File: src/rtl/hdc_pkg.sv
package hdc_pkg;

    // default sizes, passed down by the top level
    // number of hypervector dimensions
    localparam int DIM_DEF       = 64;
    // compute cores feeding the bundler
    localparam int NUM_CORES_DEF = 2;
    // per-dimension counter width, signed
    localparam int CNT_W_DEF     = 8;
    // sign vector is streamed in words of this width
    localparam int STREAM_W_DEF  = 16;

    // bundle count width, saturates at all ones
    localparam int BCOUNT_W      = 16;

    // command word sampled every rising edge
    // clear wins over store in the same cycle
    typedef struct packed {
        // zero all counters and the bundle count
        logic                     clear;
        // start streaming the sign vector
        logic                     dump;
        // one store strobe per core, core 0 in bit 0
        logic [NUM_CORES_DEF-1:0] store;
    } cmd_t;

    // one word of the outgoing sign stream
    // no back-pressure, taken every cycle valid is high
    typedef struct packed {
        logic                    valid;
        // high on the final word of a dump only
        logic                    last;
        // lowest sign bits come in word 0
        logic [STREAM_W_DEF-1:0] data;
    } stream_word_t;

endpackage
File: src/rtl/hdc_bundler_top.sv
`timescale 1ns/1ns
`default_nettype none

module hdc_bundler_top #(
    parameter int DIM       = hdc_pkg::DIM_DEF,
    parameter int NUM_CORES = hdc_pkg::NUM_CORES_DEF,
    parameter int CNT_W     = hdc_pkg::CNT_W_DEF,
    parameter int STREAM_W  = hdc_pkg::STREAM_W_DEF
) (
    input  logic                          clk,
    input  logic                          arst_n,
    input  hdc_pkg::cmd_t                 cmd,
    input  logic [NUM_CORES-1:0][DIM-1:0] core_hv,
    output hdc_pkg::stream_word_t         stream,
    output logic                          busy,
    output logic [hdc_pkg::BCOUNT_W-1:0]  bundle_count
);

    localparam int NUM_WORDS = DIM / STREAM_W;
    localparam int IDX_W     = (NUM_WORDS > 1) ? $clog2(NUM_WORDS) : 1;

    logic [NUM_CORES-1:0] add_en;
    logic                 clear;
    logic [IDX_W-1:0]     word_sel;
    logic                 emit;
    logic                 emit_last;
    logic [DIM-1:0]       sign_vec;

    bundle_ctrl #(
        .NUM_CORES (NUM_CORES),
        .DIM       (DIM),
        .STREAM_W  (STREAM_W)
    ) u_ctrl (
        .clk          (clk),
        .arst_n       (arst_n),
        .cmd          (cmd),
        .add_en       (add_en),
        .clear        (clear),
        .word_sel     (word_sel),
        .emit         (emit),
        .emit_last    (emit_last),
        .busy         (busy),
        .bundle_count (bundle_count)
    );

    // one saturating counter per dimension
    counter_bank #(
        .DIM       (DIM),
        .NUM_CORES (NUM_CORES),
        .CNT_W     (CNT_W)
    ) u_bank (
        .clk      (clk),
        .arst_n   (arst_n),
        .clear    (clear),
        .add_en   (add_en),
        .core_hv  (core_hv),
        .sign_vec (sign_vec)
    );

    hv_stream_out #(
        .DIM      (DIM),
        .STREAM_W (STREAM_W)
    ) u_out (
        .clk       (clk),
        .arst_n    (arst_n),
        .sign_vec  (sign_vec),
        .word_sel  (word_sel),
        .emit      (emit),
        .emit_last (emit_last),
        .stream    (stream)
    );

endmodule

`default_nettype wire

File: src/rtl/hv_stream_out.sv
`timescale 1ns/1ns
`default_nettype none

module hv_stream_out #(
    parameter int DIM         = hdc_pkg::DIM_DEF,
    parameter int STREAM_W    = hdc_pkg::STREAM_W_DEF,
    localparam int NUM_WORDS  = DIM / STREAM_W,
    localparam int IDX_W      = (NUM_WORDS > 1) ? $clog2(NUM_WORDS) : 1
) (
    input  logic                  clk,
    input  logic                  arst_n,
    input  logic [DIM-1:0]        sign_vec,
    input  logic [IDX_W-1:0]      word_sel,
    input  logic                  emit,
    input  logic                  emit_last,
    output hdc_pkg::stream_word_t stream
);

    // data field of the stream word is fixed by the package
    if (STREAM_W != $bits(stream.data)) begin : g_bad_width
        $error("STREAM_W must match the stream_word_t data width");
    end

    // sign vector viewed as words with the lowest bits in word 0
    logic [NUM_WORDS-1:0][STREAM_W-1:0] words;

    assign words = sign_vec;

    // flags follow emit and the payload holds between words
    always_ff @(posedge clk or negedge arst_n) begin
        if (!arst_n) begin
            stream <= '0;
        end else begin
            stream.valid <= emit;
            stream.last  <= emit && emit_last;
            if (emit) begin
                stream.data <= words[word_sel];
            end
        end
    end

    // a dump ends with last and a gap before the next one
    a_last_valid : assert property (
        @(posedge clk) disable iff (!arst_n)
        stream.last |-> stream.valid ##1 !stream.valid
    );

endmodule

`default_nettype wire

File: src/rtl/bundle_ctrl.sv
`timescale 1ns/1ns
`default_nettype none

module bundle_ctrl #(
    parameter int NUM_CORES   = hdc_pkg::NUM_CORES_DEF,
    parameter int DIM         = hdc_pkg::DIM_DEF,
    parameter int STREAM_W    = hdc_pkg::STREAM_W_DEF,
    localparam int NUM_WORDS  = DIM / STREAM_W,
    localparam int IDX_W      = (NUM_WORDS > 1) ? $clog2(NUM_WORDS) : 1
) (
    input  logic                          clk,
    input  logic                          arst_n,
    input  hdc_pkg::cmd_t                 cmd,
    output logic [NUM_CORES-1:0]          add_en,
    output logic                          clear,
    output logic [IDX_W-1:0]              word_sel,
    output logic                          emit,
    output logic                          emit_last,
    output logic                          busy,
    output logic [hdc_pkg::BCOUNT_W-1:0]  bundle_count
);

    localparam int ADD_W  = $clog2(NUM_CORES + 1);
    localparam int CSUM_W = hdc_pkg::BCOUNT_W + 1;

    // only whole stream words are supported
    if (DIM % STREAM_W != 0) begin : g_bad_words
        $error("DIM must be a multiple of STREAM_W");
    end
    if (NUM_CORES > $bits(cmd.store)) begin : g_bad_cores
        $error("NUM_CORES exceeds the store field of cmd_t");
    end

    // idle, one lead cycle, then one cycle per word
    typedef enum logic [1:0] {
        ST_IDLE,
        ST_START,
        ST_SEND
    } state_t;

    state_t             state;
    logic               dump_go;
    logic [ADD_W-1:0]   n_added;
    logic [CSUM_W-1:0]  count_sum;

    assign busy = (state != ST_IDLE);

    // stores, clears and dumps only land while idle
    // keeps the counters frozen for the whole dump
    assign add_en  = cmd.store[NUM_CORES-1:0] & {NUM_CORES{!busy}};
    assign clear   = cmd.clear && !busy;
    assign dump_go = cmd.dump && !busy;

    // number of vectors stored this cycle
    always_comb begin
        n_added = '0;
        for (int c = 0; c < NUM_CORES; c++) begin
            n_added = n_added + ADD_W'(add_en[c]);
        end
    end

    assign count_sum = {1'b0, bundle_count} + CSUM_W'(n_added);

    // saturating bundle count, clear first
    always_ff @(posedge clk or negedge arst_n) begin
        if (!arst_n) begin
            bundle_count <= '0;
        end else if (clear) begin
            bundle_count <= '0;
        end else if (count_sum[CSUM_W-1]) begin
            bundle_count <= '1;
        end else begin
            bundle_count <= count_sum[CSUM_W-2:0];
        end
    end

    // dump sequencer
    // word k is presented after edge e+1+k, last one after e+NUM_WORDS
    always_ff @(posedge clk or negedge arst_n) begin
        if (!arst_n) begin
            state     <= ST_IDLE;
            word_sel  <= '0;
            emit      <= 1'b0;
            emit_last <= 1'b0;
        end else begin
            case (state)
                ST_IDLE: begin
                    if (dump_go) begin
                        state <= ST_START;
                    end
                end
                ST_START: begin
                    state     <= ST_SEND;
                    word_sel  <= '0;
                    emit      <= 1'b1;
                    emit_last <= (NUM_WORDS == 1);
                end
                ST_SEND: begin
                    if (emit_last) begin
                        // busy drops as the last word is registered downstream
                        state     <= ST_IDLE;
                        emit      <= 1'b0;
                        emit_last <= 1'b0;
                    end else begin
                        word_sel  <= word_sel + 1'b1;
                        emit_last <= (int'(word_sel) + 2 == NUM_WORDS);
                    end
                end
                default: begin
                    state <= ST_IDLE;
                    emit  <= 1'b0;
                end
            endcase
        end
    end

    a_word_range : assert property (
        @(posedge clk) disable iff (!arst_n)
        emit |-> (int'(word_sel) < NUM_WORDS)
    );

    // last closes the burst, no word follows it
    a_last_ends_burst : assert property (
        @(posedge clk) disable iff (!arst_n)
        emit_last |-> emit ##1 !emit
    );

endmodule

`default_nettype wire

File: src/rtl/counter_bank.sv
`timescale 1ns/1ns
`default_nettype none

module counter_bank #(
    parameter int DIM       = hdc_pkg::DIM_DEF,
    parameter int NUM_CORES = hdc_pkg::NUM_CORES_DEF,
    parameter int CNT_W     = hdc_pkg::CNT_W_DEF
) (
    input  logic                          clk,
    input  logic                          arst_n,
    input  logic                          clear,
    input  logic [NUM_CORES-1:0]          add_en,
    input  logic [NUM_CORES-1:0][DIM-1:0] core_hv,
    output logic [DIM-1:0]                sign_vec
);

    // core vectors turned around, one slice of core bits per dimension
    logic [DIM-1:0][NUM_CORES-1:0] dim_bits;

    for (genvar j = 0; j < DIM; j++) begin : g_dim

        // core order kept, core 0 in bit 0
        for (genvar c = 0; c < NUM_CORES; c++) begin : g_core
            assign dim_bits[j][c] = core_hv[c][j];
        end

        dim_counter #(
            .CNT_W     (CNT_W),
            .NUM_CORES (NUM_CORES)
        ) u_cnt (
            .clk      (clk),
            .arst_n   (arst_n),
            .clear    (clear),
            .add_en   (add_en),
            .bits     (dim_bits[j]),
            .sign_bit (sign_vec[j])
        );

    end

endmodule

`default_nettype wire

File: src/rtl/dim_counter.sv
`timescale 1ns/1ns
`default_nettype none

module dim_counter #(
    parameter int CNT_W     = hdc_pkg::CNT_W_DEF,
    parameter int NUM_CORES = hdc_pkg::NUM_CORES_DEF
) (
    input  logic                 clk,
    input  logic                 arst_n,
    input  logic                 clear,
    input  logic [NUM_CORES-1:0] add_en,
    input  logic [NUM_CORES-1:0] bits,
    output logic                 sign_bit
);

    // headroom for counter plus the largest per-cycle step
    localparam int SUM_W = CNT_W + $clog2(NUM_CORES + 1) + 1;

    localparam logic signed [CNT_W-1:0] CNT_MAX = {1'b0, {(CNT_W - 1){1'b1}}};
    localparam logic signed [CNT_W-1:0] CNT_MIN = {1'b1, {(CNT_W - 1){1'b0}}};
    localparam logic signed [SUM_W-1:0] ONE     = 1;

    logic signed [CNT_W-1:0] cnt;
    logic signed [SUM_W-1:0] delta;
    logic signed [SUM_W-1:0] sum;
    logic signed [CNT_W-1:0] cnt_next;

    // ones minus zeros over the enabled cores
    always_comb begin
        delta = '0;
        for (int c = 0; c < NUM_CORES; c++) begin
            if (add_en[c]) begin
                delta = bits[c] ? delta + ONE : delta - ONE;
            end
        end
    end

    // widen, add, then clamp to the signed range
    always_comb begin
        sum = SUM_W'(cnt) + delta;
        if (sum > SUM_W'(CNT_MAX)) begin
            cnt_next = CNT_MAX;
        end else if (sum < SUM_W'(CNT_MIN)) begin
            cnt_next = CNT_MIN;
        end else begin
            cnt_next = CNT_W'(sum);
        end
    end

    // clear has priority over any store
    always_ff @(posedge clk or negedge arst_n) begin
        if (!arst_n) begin
            cnt <= '0;
        end else if (clear) begin
            cnt <= '0;
        end else if (|add_en) begin
            cnt <= cnt_next;
        end
    end

    // strictly positive only, a tie reads as 0
    assign sign_bit = !cnt[CNT_W-1] && (cnt != '0);

    // a wrap would show up as a jump larger than one step per core
    a_no_wrap : assert property (
        @(posedge clk) disable iff (!arst_n)
        !clear |=> (int'(cnt) - int'($past(cnt)) <= NUM_CORES) &&
                   (int'($past(cnt)) - int'(cnt) <= NUM_CORES)
    );

endmodule

`default_nettype wire

File: config.mk
export PLATFORM = sky130hd
export DESIGN_NAME = hdc_bundler_top
export DESIGN_NICKNAME = d
export VERILOG_FILES = /design/src/rtl/hdc_pkg.sv /design/src/rtl/hdc_bundler_top.sv /design/src/rtl/hv_stream_out.sv /design/src/rtl/bundle_ctrl.sv /design/src/rtl/counter_bank.sv /design/src/rtl/dim_counter.sv
export SDC_FILE = /design/constraint.sdc
export NUM_CORES = 2
export LEC_CHECK = 0
export BUFFER_PORTS_ARGS = -buffer_cell sky130_fd_sc_hd__buf_2
export CAP_MARGIN = 15
export CORE_MARGIN = 2
export CORE_UTILIZATION = 50
export DETAILED_ROUTE_END_ITERATION = 10
export PLACE_DENSITY = 0.66
export REMOVE_ABC_BUFFERS = 1
export SYNTH_ARGS = -nofsm -noshare
export SYNTH_HDL_FRONTEND = slang
export SYNTH_HIERARCHICAL = 1
export SYNTH_SLANG_ARGS = --single-unit
export TNS_END_PERCENT = 100
File: constraint.sdc
create_clock -name clk -period 19.4 [get_ports clk]
set_input_delay 1.94 -clock clk [delete_from_list [all_inputs] [get_ports clk]]
set_output_delay 1.94 -clock clk [all_outputs]
set_load 0.02 [all_outputs]
==> results by group <==
CTS
  – Cts repair resizes: 0
  – Postcts setup bufs: 0
  – Clk buf depth: 3
  – Hold-fix buffers, CTS: 0
  – Num CTS Buffers: 71
  – Clk_lat worst skew: 640 ps
  – H-tree Lvls: 3
  – Root buf cell: clkbuf_16
  – Reg clk slew, reported paths: 60 ps
  – CTS tree: built
  – CTS sink cnt: 552

Detailed routing
  – Routed Antenna Nets: 0
  – Drt first pass iters: 5
  – Avg WL per Cell: 17.32 um
  – # DRC: 0
  – Final wirelength: 151500 um
  – Via count: 52298
  – Via/cell ratio: 5.979
  – Initial drt markers: 3057

Worst setup path
  – Critical Path RT: 19920 ps
  – Crit-path max FO: 114
  – Worst setup SP type: input port
  – CP top delay family: buffers and inverters
  – CP max stage cell: buf_12
  – Setup CP Type: input port to register
  – Crit-path cells: buf_2, nand2_1, inv_8, buf_12, inv_1, nor2_1, fa_1, a21o_1, fa_1, and3_1, o2111a_1, o311ai_0, a211oi_2, a221o_1
  – Reg2reg setup slack: 13780 ps
  – Slowest Stage Delay on Critical Path: 630 ps
  – Worst path bufs/invs: 4
  – Setup crit end kind: register
  – Most used cell, CP: fa_1
  – Critical Path AT: 6630 ps

GRT
  – Largest net degree at the start of global routing: 148
  – GR Overflow Total: 0
  – Initial antenna violation count: 24
  – Vias in the first global route: 51474
  – GR Util All Layers: 22.95%
  – First-pass GRT wire length: 255200 um

Floorplan
  – Initial core utilization: 50.54%
  – Chip Width: 361.0 um
  – I/O pin count: 169
  – # rows: 130
  – Die height: 361.0 um
  – Core footprint: 126100 um2
  – Die Area: 130300 um2

Synth
  – Sequential area share after synthesis: 21.68%
  – Post-synth ARST share: 100.0%
  – Mean Syn Cell Area: 9.293 um2
  – Number of synthesized register bits: 552
  – Synth Cell Area: 63720 um2
  – EDFF count, synth: 0
  – Cells after synthesis: 6856
  – Synth unique cells: 91
  – Synth Warn #: 6
  – Most used DFF post-synth: dfrtp_1

Power and ir drop
  – Sw Share: 50.04%
  – Leakage: 31.83 nW
  – Sw Pwr: 6.339 mW
  – Pint: 6.327 mW
  – Clock Power Share: 11.2%
  – Cell Pwr Density: 184.1 nW/um2
  – Power, Total: 12.67 mW
  – Gate power share: 71.2%
  – Maximum VDD drop: 0.2787 mV
  – Flop pwr share: 17.6%

Timing
  – Fmax: 0.1637 GHz
  – Skew final: 38.90 ps
  – Period Utilization, post-route: 31.49%
  – Final setup violating endpoints: 0
  – Slew at the pin with the worst max-slew slack: 1042 ps
  – Final Hold Fails: 0
  – Slew Limit Headroom: 30.53%
  – RSZ-0062 raised after global routing: false
  – Final Max Slew Viols: 0
  – Hold WS: 498.4 ps
  – Post-Route Setup TNS: 0 ps
  – Fin crit period: 6109 ps

Final layout
  – Commonest non-fill, non-tap cell in the layout: ha_1
  – Nets: 8137
  – Layout cells sized above 1: 13.63%
  – Filler cells: 11344
  – Final core occ: 54.56%
  – Area grow syn2layout: 7.953%
  – Most frequent cells in the layout: ha_1, dfrtp_1, inv_1, nor2_1, a21oi_1
  – Final instance area: 68780 um2

Placement
  – Placed Instance Area: 66330 um2
  – Port buffer count: 168
  – Final Wtd Congestion: 0.8889
  – Post-DP HPWL: 113100 um

Worst hold path
  – Worst Hold Class: register to register

Status
  – Status: completed

Job
  – Max Cap Viol: 0
## cell usage after synthesis, drive strengths merged, types with 144 or more instances
master | n | area [um2]
a21o | 180 | 1355
nand2 | 353 | 1333
nor2b | 214 | 1339
o21ai | 629 | 3388
nor2 | 528 | 1982
nand2b | 144 | 910.9
a221oi | 219 | 3535
dfrtp | 552 | 13810
nor3 | 387 | 1959
a21oi | 600 | 3735
ha | 774 | 9684
xnor2 | 212 | 1857
inv | 543 | 2038
fa | 193 | 3864
a221o | 199 | 1992
## final cells by class
| class | count | area, um2 | area share (%) |
|---|---|---|---|
| well taps | 1650 | 2064 | 3.001 |
| inverters | 543 | 2053 | 2.985 |
| flip-flops and latches | 552 | 13820 | 20.09 |
| diodes | 12 | 30.03 | 0.04366 |
| multi-input cells | 5681 | 47390 | 68.90 |
| clock buffers | 90 | 1938 | 2.818 |
| clock inverters | 32 | 484.2 | 0.7040 |
| repair buffers | 187 | 1006 | 1.463 |
## power groups by stage
stage          clock [mW]  combinational, mW  sequential, mW
2_1_floorplan           0               7.47            2.12
3_3_place_gp            0               8.76            2.24
3_5_place_dp            0               8.96            2.24
4_1_cts              1.46               9.00            2.23
5_1_grt              1.50               10.1            2.31
6_report             1.42               9.01            2.24
## per-layer routing
layer | vias up | routed length (um) | GRT usage [%]
met5 | - | 89 | 0
met4 | 16 | 3487 | 6.153
met3 | 195 | 5998 | 3.196
met2 | 842 | 70250 | 37.99
met1 | 25260 | 71700 | 31.37
li1 | 25985 | - | -
## worst reg2reg max path, cell delays in order (launching register included)
cell and delay (ps):
dfrtp_1 380, inv_1 130, ha_1 310, nand2_1 220, inv_8 560, buf_12 690
inv_1 390, nor2_1 300, fa_1 460, a21o_1 220, fa_1 440, and3_1 230
o2111a_1 280, o311ai_0 430, a211oi_2 160, a221o_1 290
## cell families (layout without fill, tap and decap cells)
logic type	Yosys count	in the layout	share of synthesized area, %
buf+inv	623	852	3.949
fa+ha+maj	967	967	21.26
compound gates	2357	2357	31.83
mux	84	84	1.337
other cells	0	12	0
xor+xnor	279	279	3.835
simple gates	1994	1994	16.11
flops	552	552	21.68
## final timing paths
kind	from	endpoint	cells after the start
min in group asynchronous	arst_n	u_bank/g_dim[26].u_cnt/cnt[0]$_DFFE_PN0P_	1
hold / removal	u_out/stream[2]$_DFFE_PN0P_	u_out/stream[2]$_DFFE_PN0P_	2
hold reg to reg	u_out/stream[2]$_DFFE_PN0P_	u_out/stream[2]$_DFFE_PN0P_	2
max in group asynchronous	arst_n	u_bank/g_dim[0].u_cnt/cnt[0]$_DFFE_PN0P_	3
setup reg to reg	u_ctrl/state[0]$_DFFE_PN0P_	u_bank/g_dim[42].u_cnt/cnt[6]$_DFFE_PN0P_	15
setup / recovery	cmd[0]	u_bank/g_dim[42].u_cnt/cnt[6]$_DFFE_PN0P_	14
## registers in the layout (all words and copies together), names as in the netlist
signal                  count
u_out/stream               18
u_bank/g_dim.u_cnt/cnt    512
u_ctrl/emit                 1
u_ctrl/bundle_count        16
u_ctrl/state                2
u_ctrl/emit_last            1
u_ctrl/word_sel             2
## per-stage QoR
| step | worst slack, ps | cells |
|---|---|---|
| after global placement | 12720 | 8613 |
| after floorplan | 6868 | 6776 |
| after detailed placement | 12620 | 8613 |
| final | 13290 | 8747 |
| after CTS | 13290 | 8735 |
| after global routing | 12900 | 8745 |
Note: power is estimated with default switching activity, not from simulation.
